==> config.mk <==
export PLATFORM = sky130hd
export DESIGN_NAME = ms_timer
export DESIGN_NICKNAME = d
export VERILOG_FILES = /design/src/verilog/ms_timer.sv
export SDC_FILE = /design/constraint.sdc
export NUM_CORES = 1
export LEC_CHECK = 0
export BUFFER_PORTS_ARGS = -buffer_cell sky130_fd_sc_hd__buf_2
export CELL_PAD_IN_SITES_DETAIL_PLACEMENT = 1
export CELL_PAD_IN_SITES_GLOBAL_PLACEMENT = 1
export CORE_MARGIN = 5
export CORE_UTILIZATION = 41
export DETAILED_ROUTE_END_ITERATION = 16
export GPL_ROUTABILITY_DRIVEN = 1
export PLACE_DENSITY = 0.8
export SYNTH_ARGS = -nofsm -noshare
export SYNTH_HDL_FRONTEND = slang
export SYNTH_SLANG_ARGS = --single-unit
==> constraint.sdc <==
create_clock -name clk_24 -period 2.3 [get_ports clk_24]
set_clock_uncertainty 0.05 [all_clocks]
set_input_delay 0.115 -clock clk_24 [delete_from_list [all_inputs] [get_ports clk_24]]
set_output_delay 0.115 -clock clk_24 [all_outputs]
set_load 0.01 [all_outputs]
==> src/verilog/ms_timer.sv <==
`timescale 1ns/1ps

module ms_timer #(
	parameter int TICKS_PER_MS = 24000
) (
	input  logic clk_24,
	input  logic rst,
	input  logic clr,
	output logic [15:0] count
);

	localparam int PRE_W = (TICKS_PER_MS > 1) ? $clog2(TICKS_PER_MS) : 1;
	localparam logic [PRE_W-1:0] PRE_LAST = PRE_W'(TICKS_PER_MS - 1);

	logic [PRE_W-1:0] prescale;
	logic tick;

	// One tick per millisecond of clk_24
	assign tick = prescale == PRE_LAST;

	always_ff @(posedge clk_24)
	begin
		if (rst || clr)
		begin
			prescale <= '0;
			count <= '0;
		end
		else if (tick)
		begin
			prescale <= '0;
			// Wraps at 16 bits
			count <= count + 16'd1;
		end
		else
		begin
			prescale <= prescale + 1'b1;
		end
	end

endmodule

After elaboration in Yosys (flattened, before gate mapping)
Index checks and enable logic that the tools add are counted.
Word-level totals
  register bits after elaboration: 31
  word-level logic and storage cells: 7
  output and inout port bits: 16
Cells by class
  reductions and logical operators: 2
  equality and inequality tests: 1
  add/subtract/negate cells: 2
Operator list (count)
  adder 16 x 1 -> 16 bit, second input constant: 1
  adder 15 x 1 -> 15 bit, second input constant: 1
  == test 15 bit, second input constant: 1
  OR reduction 2 bit: 1
  logical OR 1 bit: 1

Longest topological paths before layout
  depth after elaboration: 2
  depth in mapped cells: 7
  gate-level depth less buffers: 5

Least setup slack after synthesis
Ideal clock, no wire load.
  path kind: register to register
  from: register prescale[9]
  to: register count[10]
  clock period less this slack: 2119 ps
  data arrival time: 1937 ps
  path buffers: 2
  stages on the path, launching flop included: 7
  setup time: 132 ps
  data required time: 2118 ps
  slack: 181 ps
  cell sequence: dfxtp_1 -> or4b_1 -> or4_4 -> buf_2 -> clkbuf_1 -> o21ai_0 -> a21oi_1
Between the ends
  cells in the longest elaborated chain, start to end: 1
Ends and longest elaborated chain
  from (decl): line 15  | logic [PRE_W-1:0] prescale;
  from (signal assigned): line 36  | prescale <= prescale + 1'b1;
  == test 15 bit: line 19  | assign tick = prescale == PRE_LAST;
  to (signal assigned): line 32  | count <= count + 16'd1;
  to (decl): line 9  | output logic [15:0] count
No other way between the ends.
A chain may end at the register's enable or synchronous reset.

Worst setup path in the final report
  from: register prescale[9]
  to: register count[14]
The elaborated chain is that of the path after synthesis.

==> metrics.md <==
| Metric | Value |
|---|---|
| Status | `finished, final reports clean` |
| Final Cycle Share | `94.3%` |
| Pwr dens | `560 nW/um^2` |
| ANT nets after route | `0` |
| CTS Buffer Depth | `2` |
| Initial core utilization | `42.4%` |
| Final nets | `197` |
| Post-Syn Area | `1410 um^2` |
| Critical path type | `reg -> reg` |
| CTS root buffer | `clkbuf_4` |
| Remaining DRCs | `0` |
| Row count | `21` |
| Sink Count | `31` |
| Crit. End Element | `flop` |
| Max rail drop VDD | `0.261 mV` |
| RSZ-0062 raised after global routing | `false` |
| CTS tree | `done` |
| Largest net degree at the start of global routing | `18` |
| Clock H-tree levels | `2` |
| Tot GR Track Use | `17.6%` |
| CORE AREA | `3340 um^2` |
| Die Span Y | `68.7 um` |
| Total wire length | `3660 um` |
| Final-report hold violation count | `0` |
| Min-delay worst type | `in -> reg` |
| Critical path required time | `2.52 ns` |
| 1st-pass router iterations | `4` |
| Layout cells sized above 1 | `16.6%` |
| Cell count after placement | `231` |
| Synthesis Warnings | `0` |
| Number of global-route vias before repair | `1404` |
| Vias/cell | `5.59` |
| CP max FO | `17` |
| Final TNS setup | `0 ns` |
| Flops & latches, synth | `31` |
| Post-layout util | `49.1%` |
| Vias | `1336` |
| P_leak | `0.544 nW` |
| Avg Synthesized Cell Area | `8.32 um^2` |
| Grt ovf | `0` |
| Synth-to-Final Area Change | `15.8%` |
| Post-layout min period | `2.17 ns` |
| F_max | `461 MHz` |
| CP startpoint kind | `flop` |
| Finish-stage setup viols | `0` |
| Die ar. | `4720 um^2` |
| Unique masters post-synth | `26` |
| Mapped Nets | `175` |
| Slew Viols, Final | `0` |
| GPL Wtd Cong | `0.912` |
| First-pass GRT wire length | `6210 um` |
| Clock Latency Late Sink | `0.34 ns` |
| Detail Placement HPWL | `2730 um` |
| CTS buffer count | `5` |
| # diodes | `0` |
| DRT iter0 DRCs | `56` |
| Initial antenna violation count | `0` |
| Die width | `68.7 um` |
| Max_cap viols | `0` |
| CP Data Arrival Time | `2.38 ns` |
| Port Buffers | `18` |
| Clk pin slew, worst setup/hold paths | `0.10 ns` |
| Post-synthesis sequential area ratio | `43.9%` |
| Cells after synthesis | `170` |
| Ports | `19` |
| Cell Count, Final, Fillers Out | `239` |
| Rel. slew slack | `71.0%` |
| WL/cell | `15.3 um` |
| Least-Margin Pin Slew | `0.433 ns` |
==> flip-flops by register name, summed over array words and instances (netlist names) <==
| signal | cells |
|---|---|
| count | 16 |
| prescale | 15 |
==> power by group <==
part | switching, mW | total, mW | internal (mW)
Clock | 0.183 | 0.363 | 0.180
Sequential | 0.00128 | 0.539 | 0.538
Combinational | 0.0107 | 0.0143 | 0.00360
Total | 0.195 | 0.916 | 0.721
==> through the flow <==
| step | power [mW] | hold slack, ns | setup slack, ns | area (um^2) |
|---|---|---|---|---|
| floorplan | 0.561 | 0.274 | 0.181 | 1410 |
| global placement | 0.565 | 0.376 | 0.0961 | 1570 |
| detailed placement | 0.566 | 0.397 | 0.0163 | 1570 |
| CTS | 0.930 | 0.0508 | 0.0940 | 1630 |
| global route | 0.962 | 0.0569 | 0.0242 | 1640 |
| finish | 0.916 | 0.0593 | 0.132 | 1640 |
==> cell type report <==
type	count	area, um^2
clock buffer	8	68.8
fill	440	1700
inverter	3	11.3
multi-input combinational	128	748
sequential	31	621
tap	46	57.6
timing repair buffer	23	131
==> worst max-delay path, stage by stage, from the launching register on <==
cell and delay, ns:
dfxtp_1 0.32, or4b_1 0.52, or4_4 0.54, buf_6 0.19
or3_1 0.34, a21oi_1 0.15
==> per-layer routing <==
metal  up-vias  part of all wire [%]  wire length (um)  track usage [%]
met1       654                    40              1470             17.9
met4         0                   1.4                51             5.84
met2        22                    54              1990             34.2
li1        655                     -                 -                -
met3         5                   4.0               145             4.54
met5         -                     0                 0                0
==> timing repair <==
item / CTS / global route
gates resized for setup: 0 / 1
hold buffers: 0 / 0
buffers inserted: 0 / 0
pin swaps: 1 / 0
setup endpoints to repair: 2 / 1
==> cell families after synthesis <==
group | count (synthesis) | share of synthesized area, %
AND/OR/NAND/NOR | 83 | 31.7
flip-flops | 31 | 43.9
AO/OA/AOI/OAI | 28 | 10.1
XOR/XNOR | 14 | 8.67
buffers and inverters | 11 | 3.19
adder cells (fa/ha/maj) | 2 | 1.77
multiplexers | 1 | 0.708
==> worst paths after layout <==
kind                 endpoint         from  cells after the start  slack [ns]
setup / recovery    count[14]  prescale[9]                      5        0.13
hold / removal    prescale[1]          rst                      3        0.06
setup reg to reg    count[14]  prescale[9]                      5        0.13
hold reg to reg   prescale[0]  prescale[0]                      1        0.41
==> placed cells by master, fill, tap and decap left out, types with 3 or more instances in the layout <==
cell type	instances
or4_1	3
nand3_1	12
a21oi_1	14
or3_1	13
clkbuf_4	5
nor4_1	4
nand2_1	8
nor2_1	20
xor2_1	3
buf_4	4
xnor2_1	11
nand4_1	11
inv_1	3
nor3_1	3
o21ai_0	13
buf_2	18
and3_1	3
dfxtp_1	31
==> Yosys cell counts, drive strengths merged <==
cell type,instances,area [um^2]
a21oi,14,70.1
and2,1,6.26
and3,3,18.8
and4,2,17.5
buf,2,10.0
clkbuf,6,23.8
dfxtp,31,621
ha,2,25.0
inv,3,11.3
mux2i,1,10.0
nand2,8,30.0
nand3,12,60.1
nand4,11,68.8
nor2,20,75.1
nor3,3,15.0
nor4,4,25.0
o21ai,13,65.1
o31ai,1,7.51
or2,1,6.26
or3,13,81.3
or4,4,33.8
or4b,1,10.0
xnor2,11,96.3
xor2,3,26.3
Power figures use the tool's default switching activity.
