[src/verilog/video_pkg.sv]
package video_pkg;

	// Width of one colour channel
	localparam int CHAN_W = 8;

	// One pixel, blue in the top byte and red in the bottom byte
	typedef struct packed {
		logic [CHAN_W-1:0] b;
		logic [CHAN_W-1:0] g;
		logic [CHAN_W-1:0] r;
	} rgb_t;

	// Star brightness from each starfield layer
	localparam int STAR_W = 8;

	// Layers 2 and 3 are dimmer, so fewer brightness bits survive
	localparam int STAR2_W = STAR_W - 1;
	localparam int STAR3_W = STAR_W - 2;

	// Video control register bits
	// Sprites drawn above the charmap when set
	localparam int CTL_SPRITE_HIGH = 0;

endpackage

[src/verilog/mem_map_pkg.sv]
package mem_map_pkg;

	// CPU bus widths
	localparam int ADDR_W = 16;
	localparam int DATA_W = 8;

	// Download port
	localparam int DN_ADDR_W = 17;
	localparam int DN_INDEX_W = 8;
	localparam logic [DN_INDEX_W-1:0] PGROM_DN_INDEX = 8'd0;

	// Program ROM covers 0x0000 - 0x7FFF
	localparam int PGROM_W = 15;

	// Work RAM lives in the top quarter, 0xC000 - 0xFFFF
	localparam logic [1:0] WKRAM_BASE_TOP = 2'b11;

	// Single address registers
	localparam logic [ADDR_W-1:0] VIDEO_CTL_ADDR = 16'h8001;
	localparam logic [ADDR_W-1:0] PAUSE_ADDR = 16'h8A30;
	localparam logic [ADDR_W-1:0] MENU_ADDR = 16'h8A31;

	// 256 byte pages, matched on the high address byte
	localparam logic [7:0] JOYSTICK_PAGE = 8'h81;
	localparam logic [7:0] PADDLE_PAGE = 8'h84;
	localparam logic [7:0] TIMESTAMP_PAGE = 8'h88;
	localparam logic [7:0] TIMER_PAGE = 8'h89;

	// Input vectors read back one byte at a time
	// 6 pads with 32 buttons each
	localparam int JOYSTICK_W = 192;
	// 6 paddles, 8 bits each
	localparam int PADDLE_W = 48;
	// Seconds count plus a toggle bit on top
	localparam int TIMESTAMP_W = 33;

endpackage
[src/verilog/system_control.sv]
`timescale 1ns/1ps

module system_control (
	input  logic clk_24,
	input  logic rst,
	input  logic [mem_map_pkg::DATA_W-1:0] cpu_dout,
	input  logic video_ctl_wr,
	input  logic pause_wr,
	input  logic menu_wr,
	input  logic pause,
	input  logic menu,
	output logic sprite_high,
	output logic cpu_wait,
	output logic menu_flag
);

	logic [mem_map_pkg::DATA_W-1:0] video_ctl;
	logic pause_trig;

	always_ff @(posedge clk_24)
	begin
		if (rst)
		begin
			video_ctl <= '0;
			pause_trig <= 1'b0;
			menu_flag <= 1'b0;
		end
		else
		begin
			if (video_ctl_wr)
				video_ctl <= cpu_dout;

			// External pause releases the CPU pause request
			if (pause)
				pause_trig <= 1'b0;
			else if (pause_wr)
				pause_trig <= 1'b1;

			// CPU acknowledges the menu request by writing to it
			if (menu_wr)
				menu_flag <= 1'b0;
			else if (menu)
				menu_flag <= 1'b1;
		end
	end

	assign sprite_high = video_ctl[video_pkg::CTL_SPRITE_HIGH];
	assign cpu_wait = pause || pause_trig;

	// A pause write keeps the CPU waiting until the external pause shows up
	pause_held: assert property (@(posedge clk_24) disable iff (rst)
		(pause_wr && !pause) |=> (cpu_wait until pause))
		else $error("cpu_wait dropped before the external pause");

endmodule

[config.mk]
export PLATFORM = sky130hd
export DESIGN_NAME = system_control
export DESIGN_NICKNAME = d
export VERILOG_FILES = /design/src/verilog/video_pkg.sv /design/src/verilog/mem_map_pkg.sv /design/src/verilog/system_control.sv
export SDC_FILE = /design/constraint.sdc
export NUM_CORES = 1
export LEC_CHECK = 0
export BUFFER_PORTS_ARGS = -buffer_cell sky130_fd_sc_hd__buf_2
export CORE_AREA = 2 2 39 41
export CTS_CLUSTER_SIZE = 12
export DETAILED_ROUTE_END_ITERATION = 10
export DIE_AREA = 0 0 41 43
export GPL_TIMING_DRIVEN = 0
export PLACE_DENSITY = 0.38
export SYNTH_ARGS = -nofsm -noshare
export SYNTH_HDL_FRONTEND = slang
export SYNTH_SLANG_ARGS = --single-unit
[constraint.sdc]
create_clock -name clk_24 -period 0.8 [get_ports clk_24]
set_input_delay 0.08 -clock clk_24 [delete_from_list [all_inputs] [get_ports clk_24]]
set_output_delay 0.08 -clock clk_24 [all_outputs]
set_load 0.01 [all_outputs]
Word-level counts from Yosys, hierarchy flattened
Index checks and enable logic that the tools add are counted.
- reduce and logical (&&, ||, !) cells: 3
- operators with widths (operator ; number):
    OR reduction 2 bit ; 2
    logical OR 1 bit ; 1
- bits of input ports: 15
- output and inout port bits: 3
- register bits after elaboration: 3

Logic depth before layout (Yosys ltp)
- depth after elaboration: 1
- mapped depth: 2
- mapped depth without buffers: 2

Worst setup path before layout
OpenSTA, ideal clock, no wires.
- path type: reg2out
- from: register pause_trig
- to: output cpu_wait
- data arrival time: 0.536 ns
- setup slack: 0.184 ns
- cell stages (with the launch flop): 2
- buffers on the path: 0
- cells stage by stage: dfxtp_1 > or2_1
- longest elaborated chain between the ends: 1
- ends and longest elaborated chain (item ; line ; text):
    start: declaration ; system_control.sv:18 ; logic pause_trig;
    start signal: assignment ; system_control.sv:25 ; pause_trig <= 1'b0;
    start signal: assignment ; system_control.sv:35 ; pause_trig <= 1'b0;
    start signal: assignment ; system_control.sv:37 ; pause_trig <= 1'b1;
    logical OR 1 bit ; system_control.sv:48 ; assign cpu_wait = pause || pause_trig;
    end: declaration ; system_control.sv:13 ; output logic cpu_wait,
Every way passes these cells.

Final worst setup path
Ends and elaborated chain as after synthesis.

==> reports/results.tsv <==
metric	value	unit
run status	complete, but fails checks	
violated checks	negative setup slack	
post-route cell area	195.2	µm²
Final Max Slew Viols	0	
Post-Syn Instances	10	
critical path capture point type	output port	
wirelength, routed	301	µm
Crit path arrival time	0.87	ns
Via density	2.800	
number of global-route vias before repair	98	
Clock Tree Buf Depth	2	
Final Hold Vio Count	0	
RSZ-0062 raised after global routing	yes	
synth cell count leaders	dfxtp_1, nor2_1, nor3_1	
# placed instances	36	
worst slew pin tran	0.1528	ns
gr usage total	0.04108	
CP Buf/Inv Count	1	
Core Area	0.001384	mm²
Slew headroom	0.8952	
Clock transition at path regs	0.04	ns
CP top delay family	flip-flops	
Synth warnings	0	
Final Cycle Share	1.192	
placed inst area	167.7	µm²
final RePlAce weighted congestion	0.5428	
maxcap violations	0	
CP Cell Sequence	or2_1 > buf_2	
initial antenna violation count	0	
Post-synth EDFFs	0	
grt ovf	0	
vias	112	
number of diodes	0	
Hold Buf Count CTS	0	
Yosys cell types	5	
H-tree Lvls	1	
Fin Clk Skew	0	ns
worst skew pair latency	0.23	ns
Main synth FF type	dfxtp_1	
Lkg Pwr	0.00009829	µW
top cell type by total area after synthesis	dfxtp_1	
largest net degree at the start of global routing	4	
syn avg cell area	9.759	µm²
FMAX	1.049	GHz
die area	0.001763	mm²
Placement Rows	14	
peak per-stage delay on the critical path	0.31	ns
Final Util	0.1410	
FFs w/ async S/R, synth	0	
Routed Antenna Nets	0	
CTS tree	done	
I/O pin count	18	
crit path time final	0.9534	ns
overall power	473.7	µW
CTS sink count	3	
power per cell area	2427	mW/mm²
Synth-to-Final Area Change	100.0	%
Yosys reg bits	3	
1st-iter DRT viols	6	
Wirelength per Cell	7.525	µm
die height	43	µm
Setup-failing EPs final	1	
post-synthesis net count	25	
Max Fanout on Critical Path	2	
Startpoint Class	register	
required time of the critical path	0.72	ns
post-synthesis sequential area ratio	0.6154	
top cells by area, synth	dfxtp_1, nor2_1, mux2i_1	
Hold Path Class	in2reg	
Final Worst Setup Slack	-0.1534	ns
maximum VDD drop	0.0003757	V
share of cells above drive strength 1	0.5833	
Post-route DRC	0	
CP max stage cell	dfxtp_2	
Detailed Routing Iterations Pass 1	3	
Die Width	41	µm
PortBufs	10	
WS Path Type	reg2out	
synthesized cell area	97.59	µm²
fin nets	40	
top cell type's share of synthesized area	0.6154	
non-filler cells, final	40	
Worst Setup Slack post-DPL	0.07536	ns
first-pass GRT wire length	400	µm
cts bufs inserted	3	
Initial Utilization	0.07052	
clock tree root driver cell	clkbuf_4	
-- layout make-up --
class	count	area, µm²
clock buffers	4	26.28
flip-flops and latches	3	61.31
repair buffers	10	50.05
multi-input cells	7	37.54
fillers	156	1189
well taps	16	20.02
-- path summary, 6_finish.rpt --
kind,cells past startpoint,to,startpoint,slack (ns)
max,2,cpu_wait,pause_trig,-0.15
min,2,menu_flag,menu_wr,0.02
max reg2reg,2,video_ctl[0],video_ctl[0],0.20
min reg2reg,2,pause_trig,pause_trig,0.49
-- state kept, by name, summed over array words and instances, names as in the netlist --
signal and cells:
pause_trig 1, menu_flag 1, video_ctl 1
-- routing by layer --
| metal | part of all wire | vias to the layer above | wire length, µm | global-route usage |
|---|---|---|---|---|
| met5 | 0 | - | 0 | 0 |
| met4 | 0 | 0 | 0 | 0.04000 |
| met3 | 0.20 | 0 | 59 | 0.04712 |
| met2 | 0.23 | 11 | 70 | 0.02813 |
| met1 | 0.56 | 39 | 170 | 0.05431 |
| li1 | - | 62 | - | - |
-- stage by stage --
stage	TNS (ns)	hold slack (ns)
after floorplan	0	0.1524
after global placement	0	0.2599
after detailed placement	0	0.2616
after CTS	-0.1675	0.008789
after global routing	-0.1947	0.01382
final	-0.1534	0.02288
-- power breakdown --
group          internal [µW]  switching (µW)
Clock                    187            78.8
Combinational           25.1            20.8
Sequential               159            3.29
-- what timing repair did --
item,in CTS,in global routing
gates resized for setup,1,0
pin swaps,1,0
setup endpoints to repair,1,1
setup buffers,0,0
-- placed cells by master (no fill, tap or decap) --
master / instances
nor2_1: 3
buf_2: 10
or2_1: 1
dfxtp_1: 2
nor3_1: 2
clkbuf_1: 1
mux2i_1: 1
dfxtp_2: 1
clkbuf_4: 3
-- cell families (layout without fill, tap and decap cells) --
kind of cell | Yosys count | count (layout) | share of synthesized area
buffers and inverters | 0 | 14 | 0
DFF | 3 | 3 | 0.6154
muxes | 1 | 1 | 0.1026
and+or+nand+nor | 6 | 6 | 0.2821
No activity file was read; power rests on OpenSTA's default activity.
