$ cat config.mk
export PLATFORM = sky130hd
export DESIGN_NAME = layer_mixer
export DESIGN_NICKNAME = d
export VERILOG_FILES = /design/src/verilog/video_pkg.sv /design/src/verilog/layer_mixer.sv
export SDC_FILE = /design/constraint.sdc
export NUM_CORES = 1
export LEC_CHECK = 0
export BUFFER_PORTS_ARGS = -buffer_cell sky130_fd_sc_hd__buf_2
export CAP_MARGIN = 20
export CORE_MARGIN = 1.5
export CORE_UTILIZATION = 32
export DETAILED_ROUTE_END_ITERATION = 10
export GPL_ROUTABILITY_DRIVEN = 0
export GPL_TIMING_DRIVEN = 0
export PLACE_DENSITY_LB_ADDON = 0.3
export SLEW_MARGIN = 40
export SYNTH_ARGS = -nofsm -noshare
export SYNTH_HDL_FRONTEND = slang
export SYNTH_SLANG_ARGS = --single-unit
$ cat constraint.sdc
create_clock -name clk_24 -period 1.2 [get_ports clk_24]
set_input_delay 0.18 -clock clk_24 [delete_from_list [all_inputs] [get_ports clk_24]]
set_output_delay 0.18 -clock clk_24 [all_outputs]
set_load 0.1 [all_outputs]
$ cat src/verilog/video_pkg.sv
package video_pkg;

	// Width of one colour channel
	localparam int CHAN_W = 8;

	// One pixel, blue in the top byte and red in the bottom byte
	typedef struct packed {
		logic [CHAN_W-1:0] b;
		logic [CHAN_W-1:0] g;
		logic [CHAN_W-1:0] r;
	} rgb_t;

	// Star brightness from each starfield layer
	localparam int STAR_W = 8;

	// Layers 2 and 3 are dimmer, so fewer brightness bits survive
	localparam int STAR2_W = STAR_W - 1;
	localparam int STAR3_W = STAR_W - 2;

	// Video control register bits
	// Sprites drawn above the charmap when set
	localparam int CTL_SPRITE_HIGH = 0;

endpackage

$ cat src/verilog/layer_mixer.sv
`timescale 1ns/1ps

module layer_mixer (
	input  logic clk_24,
	input  logic sprite_high,
	input  video_pkg::rgb_t char_rgb,
	input  logic char_a,
	input  video_pkg::rgb_t spr_rgb,
	input  logic spr_a,
	input  video_pkg::rgb_t tile_rgb,
	input  logic tile_a,
	input  logic sf_on1,
	input  logic sf_on2,
	input  logic sf_on3,
	input  logic [video_pkg::STAR_W-1:0] sf_star1,
	input  logic [video_pkg::STAR_W-1:0] sf_star2,
	input  logic [video_pkg::STAR_W-1:0] sf_star3,
	output logic [video_pkg::CHAN_W-1:0] vga_r,
	output logic [video_pkg::CHAN_W-1:0] vga_g,
	output logic [video_pkg::CHAN_W-1:0] vga_b
);

	logic [video_pkg::STAR_W-1:0] star_col;
	video_pkg::rgb_t star_rgb;
	video_pkg::rgb_t mix_rgb;
	video_pkg::rgb_t rgb_q;

	// Nearest starfield wins, the further ones lose brightness bits
	assign star_col = sf_on1 ? sf_star1 :
		sf_on2 ? {{(video_pkg::STAR_W-video_pkg::STAR2_W){1'b0}},
			sf_star2[video_pkg::STAR2_W-1:0]} :
		sf_on3 ? {{(video_pkg::STAR_W-video_pkg::STAR3_W){1'b0}},
			sf_star3[video_pkg::STAR3_W-1:0]} :
		'0;

	// Stars are grey, black background when none is lit
	assign star_rgb = {3{star_col}};

	always_comb
	begin
		if (sprite_high)
		begin
			if (spr_a)
				mix_rgb = spr_rgb;
			else if (char_a)
				mix_rgb = char_rgb;
			else if (tile_a)
				mix_rgb = tile_rgb;
			else
				mix_rgb = star_rgb;
		end
		else
		begin
			if (char_a)
				mix_rgb = char_rgb;
			else if (spr_a)
				mix_rgb = spr_rgb;
			else if (tile_a)
				mix_rgb = tile_rgb;
			else
				mix_rgb = star_rgb;
		end
	end

	always_ff @(posedge clk_24)
	begin
		rgb_q <= mix_rgb;
	end

	assign vga_r = rgb_q.r;
	assign vga_g = rgb_q.g;
	assign vga_b = rgb_q.b;

endmodule

Yosys cells after proc, flatten, opt, wreduce, memory -nomap -nowiden
Index checks and enable logic that the tools add are counted.
{ "word_totals": {"ff_bits": 24, "in_bits": 104, "out_inout_bits": 24, "wordCells": 12} }
{ "classes": {"mux": 9} }
{ "op_table": {"columns": ["cell", "count"], "rows": [
  ["two-way mux 24 bit", 6],
  ["two-way mux 8 bit", 1],
  ["two-way mux 7 bit", 1],
  ["two-way mux 6 bit", 1]
]} }

Logic depth before layout (Yosys ltp)
{ "logic_depth": {"word_depth": 7, "ltp_mapped": 5, "mapped_depth_nobuf": 3} }

Least setup slack after synthesis
OpenSTA, ideal clock, no wires.
{ "synth_path": {"kind": "input to register", "from": "input port spr_a", "to": "register rgb_q, in the netlist vga_b[5]", "setup_ps": 64, "arrival_time_ps": 1131, "required_time_ps": 1136, "slack_ps": 5, "path_stages": 5, "path_buffers": 2, "cell_sequence": "buf_2 or3_1 clkbuf_2 a221o_1 nand4_1"} }
{ "synth_lines": {"columns": ["item", "line_no", "source"], "rows": [
  ["start: declaration", "layer_mixer.sv:9", "input logic spr_a,"],
  ["end signal: assignment", "layer_mixer.sv:67", "rgb_q <= mix_rgb;"],
  ["end: declaration", "layer_mixer.sv:26", "video_pkg::rgb_t rgb_q;"]
]} }

Final worst setup path
{ "layout_path": {"from": "register rgb_q, in the netlist vga_b[1]", "to": "output port vga_b[1] (netlist bit)"} }
{ "layout_lines": {"columns": ["item", "line_no", "source"], "rows": [
  ["end: declaration", "layer_mixer.sv:20", "output logic [video_pkg::CHAN_W-1:0] vga_b"]
]} }
No word-level cell between the ends.

==> impl_metrics.py <==
metrics = {
    "status": {
        "status": "finished, final reports clean",
    },
    "timing": {
        "slew_violations": 0,
        "worst_pin_slew_ns": 0.575,
        "fmax_ghz": 0.849,
        "hold_viol_final": 0,
        "period_needed_ns": 1.18,
        "setup_viol": 0,
        "fin_crit_sh": 0.982,
        "maxSlewHeadroom": 0.614,
        "finalSetupTns_ns": 0,
    },
    "clock_tree": {
        "cts_resized": 0,
        "cts_tree": "done",
        "cts_sinks": 24,
        "cts_buffers": 3,
        "post-cts-setup-buffer-count": 0,
        "path_clk_slew_ns": 0.09,
        "cts_root_buf": "clkbuf_8",
        "ctsHoldBuffers": 0,
        "cts_max_path_buffers": 2,
        "htree_levels": 1,
    },
    "detailed_routing": {
        "drt-wirelength-per-cell_um": 13.6,
        "drtIter0Drc": 118,
        "vias": 1747,
        "wl_um": 4620,
        "firstDrtPassIters": 4,
        "final_antenna_net_count": 0,
        "drc": 0,
        "vias_per_cell": 5.12,
    },
    "synthesis": {
        "syn_inst": 167,
        "ys_warn_count": 0,
        "synth-edff-count": 0,
        "async_flop_share": 0,
        "yosys-top-cells-area": "dfxtp_1 (38%), nand3_1 (14%), nand4_1 (8.9%)",
        "synth_top_area_cell": "dfxtp_1",
        "ys_types": 24,
        "netlist.area_leader.share": 0.382,
        "synth_ff_type": "dfxtp_1",
        "yosysSeqAreaShare": 0.382,
        "ys_ff_latch": 24,
        "netlist_area_sq_um": 1260,
        "synth_nets": 271,
        "avgSynthCellArea_sq_um": 7.54,
    },
    "global_route": {
        "grt_pass1_wl_um": 7000,
        "use_met1": 0.253,
        "gr-total-overflow": 0,
        "grt_pass1_vias": 1603,
        "antenna_found_initial": 0,
        "grt.total_usage": 0.206,
        "grt_use_met2": 0.379,
        "grt_max_degree": 14,
        "grtUsageMet3": 0.0223,
        "grt_busiest_layer": "met2",
    },
    "final_layout": {
        "synthToLayoutAreaGrowth_pct": 59.5,
        "final_cell_mix": "buf_2 (116), nand3_1 (36), dfxtp_1 (24)",
        "fin_cells": 341,
        "final_layout_size_suffix_gt1_frac": 0.451,
        "final_nets": 398,
        "num_antenna_cells": 0,
        "final_common_cell": "buf_2",
    },
    "setup_path": {
        "crit_family": "buffers and inverters",
        "critical-path-max-stage-delay_ns": 0.42,
        "critPathKind": "reg2out",
        "cp-end-kind": "output port",
        "startpoint_type": "register",
        "slowest_stage": "buf_2",
        "path_max_fanout": 1,
        "critPathArrivalTime_ns": 1.00,
        "path_cells": "buf_2",
        "crit_required_ns": 1.02,
        "worst-path-buf-inv": 1,
    },
    "placed_design": {
        "dp_cells": 337,
        "dpl.hpwl_um": 3740,
        "port_buffers": 122,
    },
    "floorplan": {
        "die_w_um": 65.7,
        "fp.dieH_um": 65.7,
        "rows": 22,
        "core_sq_um": 3720,
        "pin_count": 128,
        "initial_core_util": 0.339,
        "dieArea_sq_um": 4320,
    },
    "power_and_ir_drop": {
        "leakage_uw": 0.00105,
        "pwr_density_cell_nw_per_um2": 1310,
        "peakVddDrop_uv": 469,
    },
    "worst_hold_path": {
        "min_path_type": "in2reg",
    },
    "job": {
        "cap_violations": 0,
    },
}
## metal layers
layer	vias up	share of wire
met2	85	0.50
met5	-	0
met4	0	0.0056
li1	863	-
met1	797	0.41
met3	2	0.084
## final cells by class
cell class | instances | area [sq um]
Timing Repair Buffer | 122 | 633
Clock buffer | 4 | 55.1
Multi-Input combinational cell | 113 | 653
Buffer | 15 | 70.1
Inverter | 15 | 56.3
Tap cell | 48 | 60.1
Fill cell | 386 | 1710
Sequential cell | 24 | 480
## metrics by stage
stage | setup slack (ns) | hold slack, ns | util | area, sq um | total power (uW)
floorplan | 0.00526 | 0.299 | - | 1260 | 1780
global placement | -0.249 | 0.397 | 0.519 | 1930 | 2070
detailed placement | -0.234 | 0.402 | 0.519 | 1930 | 2080
CTS | 0.00354 | 0.131 | 0.534 | 1980 | 2620
global route | -0.000310 | 0.145 | 0.540 | 2010 | 2730
finish | 0.0221 | 0.127 | 0.540 | 2010 | 2640
## state kept, by name, indices dropped and copies added (netlist names)
signal  flops
vga_r       8
vga_b       8
vga_g       8
## final timing paths
path / start / cells past startpoint / slack [ns] / to
worst max-delay path: vga_b[1] / 1 / 0.02 / vga_b[1]
worst min-delay path: char_rgb[11] / 3 / 0.13 / vga_g[3]
## logic make-up after synthesis
group | count (synthesis) | share of synthesized area
compound gates | 26 | 0.160
simple gates | 87 | 0.359
buf+inv | 30 | 0.0994
flops | 24 | 0.382
## synthesized netlist by cell type (2+ instances only)
library cell / instances
nand3_1: 36
dfxtp_1: 24
nand2_1: 21
nand4_1: 18
inv_1: 15
clkbuf_1: 10
a21oi_1: 6
a221o_1: 6
nand3b_1: 6
o21ai_0: 4
a222oi_1: 3
buf_2: 3
a221oi_1: 2
a32oi_1: 2
nor2b_1: 2
## power breakdown
group	leakage [uW]	switching [uW]	total, uW	internal [uW]
Combinational	0.000818	891	1170	284
Sequential	0.000202	18.5	904	885
Clock	0.0000288	268	560	293
Total	0.00105	1180	2640	1460
No activity file was read; power rests on OpenSTA's default activity.
