--- src/verilog/mem_map_pkg.sv ---
package mem_map_pkg;

	// CPU bus widths
	localparam int ADDR_W = 16;
	localparam int DATA_W = 8;

	// Download port
	localparam int DN_ADDR_W = 17;
	localparam int DN_INDEX_W = 8;
	localparam logic [DN_INDEX_W-1:0] PGROM_DN_INDEX = 8'd0;

	// Program ROM covers 0x0000 - 0x7FFF
	localparam int PGROM_W = 15;

	// Work RAM lives in the top quarter, 0xC000 - 0xFFFF
	localparam logic [1:0] WKRAM_BASE_TOP = 2'b11;

	// Single address registers
	localparam logic [ADDR_W-1:0] VIDEO_CTL_ADDR = 16'h8001;
	localparam logic [ADDR_W-1:0] PAUSE_ADDR = 16'h8A30;
	localparam logic [ADDR_W-1:0] MENU_ADDR = 16'h8A31;

	// 256 byte pages, matched on the high address byte
	localparam logic [7:0] JOYSTICK_PAGE = 8'h81;
	localparam logic [7:0] PADDLE_PAGE = 8'h84;
	localparam logic [7:0] TIMESTAMP_PAGE = 8'h88;
	localparam logic [7:0] TIMER_PAGE = 8'h89;

	// Input vectors read back one byte at a time
	// 6 pads with 32 buttons each
	localparam int JOYSTICK_W = 192;
	// 6 paddles, 8 bits each
	localparam int PADDLE_W = 48;
	// Seconds count plus a toggle bit on top
	localparam int TIMESTAMP_W = 33;

endpackage
--- src/verilog/bus_decode.sv ---
`timescale 1ns/1ps

module bus_decode (
	input  logic clk_24,
	input  logic [mem_map_pkg::ADDR_W-1:0] cpu_addr,
	input  logic cpu_wr_n,
	input  logic [mem_map_pkg::JOYSTICK_W-1:0] joystick,
	input  logic [mem_map_pkg::PADDLE_W-1:0] paddle,
	input  logic [mem_map_pkg::TIMESTAMP_W-1:0] timestamp,
	input  logic [mem_map_pkg::DATA_W-1:0] pgrom_q,
	input  logic [mem_map_pkg::DATA_W-1:0] wkram_q,
	input  logic [15:0] timer_count,
	input  logic menu_flag,
	output logic pgrom_sel,
	output logic wkram_sel,
	output logic wkram_wr,
	output logic video_ctl_wr,
	output logic pause_wr,
	output logic menu_wr,
	output logic timer_clr,
	output logic [mem_map_pkg::DATA_W-1:0] cpu_din
);

	logic cpu_wr;
	logic [7:0] page;
	logic joystick_sel;
	logic paddle_sel;
	logic timestamp_sel;
	logic timer_sel;
	logic video_ctl_sel;
	logic pause_sel;
	logic menu_sel;

	// Inputs padded out to a whole number of addressable bytes
	logic [32*8-1:0] joystick_ext;
	logic [8*8-1:0] paddle_ext;
	logic [8*8-1:0] timestamp_ext;

	logic [mem_map_pkg::DATA_W-1:0] io_byte;
	logic [mem_map_pkg::DATA_W-1:0] io_q;
	logic rd_pgrom;
	logic rd_wkram;

	assign cpu_wr = !cpu_wr_n;
	assign page = cpu_addr[mem_map_pkg::ADDR_W-1 -: 8];

	assign pgrom_sel = cpu_addr[mem_map_pkg::ADDR_W-1:mem_map_pkg::PGROM_W] == '0;
	assign wkram_sel = cpu_addr[mem_map_pkg::ADDR_W-1 -: 2] == mem_map_pkg::WKRAM_BASE_TOP;
	assign joystick_sel = page == mem_map_pkg::JOYSTICK_PAGE;
	assign paddle_sel = page == mem_map_pkg::PADDLE_PAGE;
	assign timestamp_sel = page == mem_map_pkg::TIMESTAMP_PAGE;
	assign timer_sel = page == mem_map_pkg::TIMER_PAGE;
	assign video_ctl_sel = cpu_addr == mem_map_pkg::VIDEO_CTL_ADDR;
	assign pause_sel = cpu_addr == mem_map_pkg::PAUSE_ADDR;
	assign menu_sel = cpu_addr == mem_map_pkg::MENU_ADDR;

	// Finished write strobes for the receivers
	assign wkram_wr = cpu_wr && wkram_sel;
	assign video_ctl_wr = cpu_wr && video_ctl_sel;
	assign pause_wr = cpu_wr && pause_sel;
	assign menu_wr = cpu_wr && menu_sel;
	assign timer_clr = cpu_wr && timer_sel;

	assign joystick_ext = {{(32*8-mem_map_pkg::JOYSTICK_W){1'b0}}, joystick};
	assign paddle_ext = {{(8*8-mem_map_pkg::PADDLE_W){1'b0}}, paddle};
	assign timestamp_ext = {{(8*8-mem_map_pkg::TIMESTAMP_W){1'b0}}, timestamp};

	// Readback byte, low address bits pick the byte within the input vector
	always_comb
	begin
		if (joystick_sel)
			io_byte = joystick_ext[{cpu_addr[4:0], 3'd0} +: 8];
		else if (paddle_sel)
			io_byte = paddle_ext[{cpu_addr[2:0], 3'd0} +: 8];
		else if (timestamp_sel)
			io_byte = timestamp_ext[{cpu_addr[2:0], 3'd0} +: 8];
		else if (timer_sel)
			io_byte = cpu_addr[0] ? timer_count[15:8] : timer_count[7:0];
		else if (menu_sel)
			io_byte = {mem_map_pkg::DATA_W{menu_flag}};
		else
			io_byte = '0;
	end

	// Match the one clock latency of the ROM and RAM reads
	always_ff @(posedge clk_24)
	begin
		rd_pgrom <= pgrom_sel;
		rd_wkram <= wkram_sel;
		io_q <= io_byte;
	end

	assign cpu_din = rd_pgrom ? pgrom_q :
		rd_wkram ? wkram_q :
		io_q;

	// No two regions may ever claim the same address
	region_onehot: assert property (@(posedge clk_24)
		!$isunknown(cpu_addr) |-> $onehot0({pgrom_sel, wkram_sel, joystick_sel, paddle_sel,
			timestamp_sel, timer_sel, video_ctl_sel, pause_sel, menu_sel}))
		else $error("overlapping region selects at address %h", cpu_addr);

endmodule

--- config.mk ---
export PLATFORM = sky130hd
export DESIGN_NAME = bus_decode
export DESIGN_NICKNAME = d
export VERILOG_FILES = /design/src/verilog/mem_map_pkg.sv /design/src/verilog/bus_decode.sv
export SDC_FILE = /design/constraint.sdc
export NUM_CORES = 1
export LEC_CHECK = 0
export BUFFER_PORTS_ARGS = -buffer_cell sky130_fd_sc_hd__buf_2
export CORE_AREA = 8 8 126 128
export DETAILED_ROUTE_END_ITERATION = 6
export DIE_AREA = 0 0 134 136
export PLACE_DENSITY = 0.66
export SLEW_MARGIN = 10
export SYNTH_ARGS = -nofsm -noshare
export SYNTH_HDL_FRONTEND = slang
export SYNTH_SLANG_ARGS = --single-unit
--- constraint.sdc ---
create_clock -name clk_24 -period 2 [get_ports clk_24]
set_input_delay 0.5 -clock clk_24 [delete_from_list [all_inputs] [get_ports clk_24]]
set_output_delay 0.5 -clock clk_24 [all_outputs]
set_load 0.02 [all_outputs]
# Yosys cells after proc, flatten, opt, wreduce, memory -nomap -nowiden
# Cells that the tools add are included.
[word_totals] out_inout_bits=15 ramBits=0 latch_bits=0 elab_cells=29 n_memories=0 rom_bits=0 register_bits=10
[classes] n_bitwise=1 reduce_logical=6 div=0 shift=3 n_lt_le_gt_ge=0 n_mux=8 n_mul=0 n_eq_ne=8 add_sub_neg=0
[ops] cell="$shiftx A256 B9 Y8" n=1
[ops] cell="$shiftx A64 B7 Y8" n=2
[ops] cell="$mux W8" n=8
[ops] cell="$eq A16 B16 Y1 const B" n=3
[ops] cell="$eq A8 B8 Y1 const B" n=4
[ops] cell="$logic_and A1 B1 Y1" n=5
[ops] cell="$eq A2 B2 Y1 const B" n=1
[ops] cell="$logic_not A1 Y1" n=1
[ops] cell="$not A1 Y1" n=1

# Logic depth before layout (Yosys ltp)
# Gate-level depths: netlist (run 1).
[logic_depth] word_depth=6 ltp_mapped=8 ltp_nobuf=5

# Least setup slack after synthesis (run 1)
# Ideal clock, no wire load.
[synth_timing] kind="input -> output" from="in cpu_addr[1] (netlist bit)" to="out pause_wr" cell_stages=4 arrival_ns=1.946 required_ns=1.500 slack_ns=-0.446 cell_sequence="buf_4 -> buf_4 -> nor2_1 -> nor4bb_1"
[synth_via] elab_chain_len=2
[synth_rtl] element="start, declared" line="bus_decode.sv:5" text="input logic [mem_map_pkg::ADDR_W-1:0] cpu_addr,"
[synth_rtl] element="$eq A16 B16 Y1" line="bus_decode.sv:54" text="assign pause_sel = cpu_addr == mem_map_pkg::PAUSE_ADDR;"
[synth_rtl] element="$logic_and A1 B1 Y1" line="bus_decode.sv:60" text="assign pause_wr = cpu_wr && pause_sel;"
[synth_rtl] element="end, declared" line="bus_decode.sv:18" text="output logic pause_wr,"
# Every way passes these cells.

# Final worst setup path (run 1)
[layout_timing] from="in cpu_addr[6] (netlist bit)" to="out pause_wr"
# The elaborated chain is that of the path after synthesis.

==> metrics.txt, run 1 <==
status finished, violations left; failing checks setup timing; worst-case clock buffer depth 2; # IOs 339; hold depth 3; initial antenna violation count 2; DRT iter0 DRCs 141; combinational power share 0.613; die area 18200 µm²; GR Util met3 0.0543; Final Hold Fails 0; Finish-stage setup viols 3; HP Class in2reg; synth warn 0; most used routing layer met2; Cell Area, Synth 3020 µm²; first-pass GRT wire length 26400 µm; Async S/R FF share, synth 0; Final Util 0.411; sequential share of power 0.131; clock sink count 10; drt pass-1 iters 4; Post-Synthesis Cells 291; Post-DRT Antenna Nets 0; max cap viols 0; NumNets Final 1007; Post-Route WL 18400 µm; Pint 1090 µW; worst slew pin tran 0.476 ns; global route total overflow 0; EDFF count, synth 0; PortBufs 338; Slew HR 0.675; vias in the first global route 4855; period utilization 1.05; commonest non-fill, non-tap cell in the layout buf_2; commonest cells after routing, fill and taps aside buf_2 (328), buf_4 (65), mux2i_1 (49), mux4_2 (47), nor2_1 (20); largest net degree at the start of global routing 22; Power Dens Cells 279 nW/µm²; top_reg_cell synth dfxtp_1; DP Wirelength 16400 µm; Switching Fraction 0.321; Via density 4.92; met1 Usage GRT 0.213; drt drc 0; worst vdd ir 0.273 mV; cts hold-fix bufs 0; RSZ-0062 raised after global routing yes; Critical Path RT 1.50 ns; CTS tree yes; Avg Inst Size Synth 10.4 µm²; Clock power frac 0.256; Max Slew Vio Count 0; post-synthesis sequential area ratio 0.0663; crit-path max FO 2; CP max stage cell nor4bb_4; crit path cell chain buf_6 -> nor4_4 -> nand4_1 -> nor4bb_4 -> buf_4; Starting Density 0.215; via count 4267; Mapped Nets 615; Total GRT Usage 0.188; Root Driver clkbuf_16; Area Growth Syn to Fin 90.8%; H-tree depth 1; GRT met2 Usage 0.350; final setup margin -0.102 ns; CP Class in2out; Core Region 14000 µm²; NetSw 516 µW; crit-path max cell delay 0.32 ns; gpl congestion 0.851; # rows 44; clk slew on worst S/H paths 0.05 ns; crit path launch type input port; routed len/inst 21.3 µm; Yosys reg bits 10; total clock buffers created by CTS 3; Min Clock Period, post-route 2.10 ns; highest clock rate 0.476 GHz; Netlist cell types 45; Critical Path AT 1.60 ns; ratio of cells with drive above 1 in the final layout 0.726; Lkg Pwr 0.00284 µW; Die H 136 µm; Chip Width 134 µm; crit end category output port; hold_ws 0.533 ns
## final timing paths
check,slack [ns],end,from
min,0.53,rd_pgrom$_DFF_P_,cpu_addr[15]
max,-0.10,pause_wr,cpu_addr[6]
## power by group through the flow
stage | Sequential (µW) | Clock (µW) | Combinational (µW)
2_1_floorplan | 209 | 0 | 461
3_3_place_gp | 215 | 0 | 933
3_5_place_dp | 215 | 0 | 948
4_1_cts | 212 | 418 | 967
5_1_grt | 212 | 430 | 1060
6_report | 212 | 411 | 986
## Yosys cell counts, drive strengths merged (2+ instances only)
cell type | instances | area (µm²)
a31oi | 5 | 31.3
and3 | 2 | 12.5
a41oi | 3 | 26.3
nand4 | 4 | 25.0
nand2 | 19 | 71.3
mux2 | 3 | 33.8
clkbuf | 5 | 18.8
inv | 3 | 11.3
nor3 | 4 | 25.0
mux2i | 49 | 490
nor3b | 2 | 25.0
nor2 | 25 | 93.8
and2 | 3 | 18.8
mux4 | 52 | 1190
nand2b | 3 | 18.8
nor2b | 11 | 68.8
a21oi | 5 | 25.0
dfxtp | 10 | 200
o21ai | 22 | 110
nor4 | 4 | 25.0
nand3 | 2 | 10.0
buf | 21 | 173
a2111oi | 5 | 48.8
a221oi | 7 | 61.3
a22oi | 11 | 82.6
## registers in the layout, summed over array words and instances (netlist names)
register	cells
io_q	8
rd_wkram	1
rd_pgrom	1
## metal layers
metal / vias up / part of all wire
li1: 2000 / -
met1: 2018 / 0.38
met2: 233 / 0.53
met3: 14 / 0.089
met4: 2 / 0.0082
met5: - / 0.00043
## layout make-up
type                            count  area [µm²]
Inverter                            4        15.0
Tap cell                          184         230
Antenna cell                        1        2.50
Timing Repair Buffer              413        2430
Fill cell                        1427        8270
Sequential cell                    10         200
Multi-Input combinational cell    251        2800
Clock buffer                        4        88.8
## metrics by stage
stage | cells | total power (µW) | worst slack [ns] | TNS, ns | cell area [µm²]
floorplan | 291 | 670 | -0.105 | -0.105 | 3070
global placement | 849 | 1150 | -0.362 | -2.58 | 5330
detailed placement | 849 | 1160 | -0.364 | -2.86 | 5330
CTS | 857 | 1600 | -0.146 | -0.276 | 5600
global route | 867 | 1710 | -0.203 | -0.474 | 5760
finish | 867 | 1610 | -0.102 | -0.162 | 5760
## worst max-delay path, delay by kind of cell
family,cells,cell delay (ns)
buffers and inverters,2,0.28
AND/OR/NAND/NOR,3,0.83
## cell families (layout without fill, tap and decap cells)
kind of cell / Yosys count / in the layout / synth area share
AOI/OAI and AO/OA: 65 / 65 / 0.154
buffers and inverters: 30 / 421 / 0.0683
DFF: 10 / 10 / 0.0663
muxes: 104 / 104 / 0.568
other: 0 / 1 / 0
and+or+nand+nor: 82 / 82 / 0.144
## what timing repair did
item | in CTS | in global routing
endpoints found under the setup margin | 9 | 12
resized for setup | 24 | 22
pin swaps | 5 | 7
setup buffers | 4 | 10
(Power assumes the default switching activity.)
==> inputs of run 2 (changes only) <==
GPL_ROUTABILITY_DRIVEN = 0   (was not set)
SKIP_CTS_REPAIR_TIMING = 1   (was not set)
==> run 2 against run 1 <==
The flow still finishes with violations (setup timing). Largest power group unchanged. Global-route usage down 0.23 points. Via count is 0.63% lower. Sequential share of layout area hardly changed. Sequential power is essentially flat. Utilization fell by 0.46 points. Non-clock buffer count decreased by 7. First-iteration DRC count down 16%. Critical path depth unchanged. Clock-buffer cell count stayed put. Combinational power decreased by 1%. Critical endpoint unchanged. Maximum frequency grew 0.52%.
==> metrics.txt, run 2 (synthesis results as in run 1) <==
highest clock rate 0.478 GHz (+0.52%); Final Hold Fails 0 (unchanged); clk slew on worst S/H paths 0.05 ns (about the same); Total GRT Usage 0.186 (-0.00227); failing checks setup timing; CTS tree yes; max reg flops 8 (unchanged); crit-path max FO 2 (unchanged); Filler cells 1435 (+0.56%); NumNets Final 1000 (-0.70%); Post-DRT Antenna Nets 0 (unchanged); total clock buffers created by CTS 3 (unchanged); clock sink count 10 (unchanged); global route total overflow 0 (unchanged); Post-Route WL 18300 µm (-0.85%); Finish-stage setup viols 4 (+1); Min Clock Period, post-route 2.09 ns (-0.0109 ns); Die H 136 µm (unchanged); period utilization 1.05 (-0.00543); # IOs 339 (unchanged); crit end category output port; status finished, violations left; ratio of cells with drive above 1 in the final layout 0.721 (-0.00432); largest net degree at the start of global routing 22 (unchanged); met1 Usage GRT 0.214 (+0.000665); Max Slew Vio Count 0 (unchanged); Largest Register io_q; top flop regs io_q x8, rd_pgrom x1, rd_wkram x1; commonest cells after routing, fill and taps aside buf_2 (328), buf_4 (56), mux2i_1 (49), mux4_2 (47), nor2_1 (21); drt drc 0 (unchanged); worst slew pin tran 0.450 ns (-0.0260 ns); DP Area 5330 µm² (unchanged); commonest non-fill, non-tap cell in the layout buf_2; CP max stage cell nor4bb_4; Starting Density 0.215 (unchanged); post-route cell area 5700 µm² (-1.1%); Core Region 14000 µm² (unchanged); crit-path max cell delay 0.32 ns (about the same); worst-case clock buffer depth 2 (unchanged); Critical Path RT 1.50 ns (about the same); GRT met2 Usage 0.344 (-0.00586); Power Dens Cells 280 nW/µm² (+0.48%); Via density 4.93 (+0.18%); CP Class in2out; crit path cell chain buf_6 -> nor4b_4 -> nand4_1 -> nor4bb_4 -> buf_4; Critical Path AT 1.59 ns (about the same); vias in the first global route 4818 (-0.76%); most used routing layer met2; pre-CTS setup slack -0.364 ns (unchanged); # rows 44 (unchanged); final setup margin -0.0910 ns (+0.0109 ns); via count 4240 (-0.63%); crit path launch type input port; max cap viols 0 (unchanged); PortBufs 338 (unchanged); Slew HR 0.693 (+0.0178); Root Driver clkbuf_16; routed len/inst 21.3 µm (about the same); initial antenna violation count 2 (unchanged); RSZ-0062 raised after global routing yes; DRT iter0 DRCs 118 (-16%); worst vdd ir 0.272 mV (about the same); H-tree depth 1 (unchanged); Area Growth Syn to Fin 88.7%; Lkg Pwr 0.00281 µW (-1.0%); die area 18200 µm² (unchanged); drt pass-1 iters 4 (unchanged); first-pass GRT wire length 26100 µm (-1.0%); DP Wirelength 16400 µm (unchanged); GR Util met3 0.0503 (-0.00407); PnR Total Power 1600 µW (-0.66%); HP Class in2reg; Chip Width 134 µm (unchanged)
-- run 2: changes by cell type in the layout (fill, tap and decap cells not counted), sizes merged --
cell	previous run	this run
buf	412	405
-- run 2: layout make-up --
cell class / count / area [µm²] / share of cell area
diodes: 1 / 2.50 / 0.000439
clock buffers: 4 / 88.8 / 0.0156
inverters: 4 / 15.0 / 0.00263
multi-input cells: 251 / 2780 / 0.488
flip-flops and latches: 10 / 200 / 0.0351
well taps: 184 / 230 / 0.0404
repair buffers: 406 / 2380 / 0.418
-- run 2: worst paths after layout --
kind	depth (start not counted)	from	endpoint
min	3	cpu_addr[15]	rd_pgrom$_DFF_P_
max	5	cpu_addr[12]	pause_wr
-- run 2: critical path, delay by kind of cell --
kind	cells	cell delay (ns)
AND/OR/NAND/NOR	3	0.82
buffers and inverters	2	0.27
-- run 2: where the power goes --
part,internal [µW],leakage (µW),switching (µW)
clock,302,0.0000442,110
combinational,580,0.00269,394
sequential,203,0.0000813,8.15
total,1090,0.00281,512
-- run 2: stage by stage --
stage	util	std cells	hold WS (ns)	TNS, ns
floorplan	-	291	0.670	-0.105
global placement	0.380	849	0.779	-2.58
detailed placement	0.380	849	0.780	-2.86
CTS	0.386	853	0.532	-0.945
global route	0.406	860	0.551	-0.429
finish	0.406	860	0.531	-0.195
-- run 2: per-layer routing --
| metal | vias to the layer above | share of wire |
|---|---|---|
| met5 | - | 0.00044 |
| met4 | 2 | 0.0087 |
| met3 | 14 | 0.082 |
| met2 | 226 | 0.52 |
| met1 | 2015 | 0.38 |
| li1 | 1983 | - |
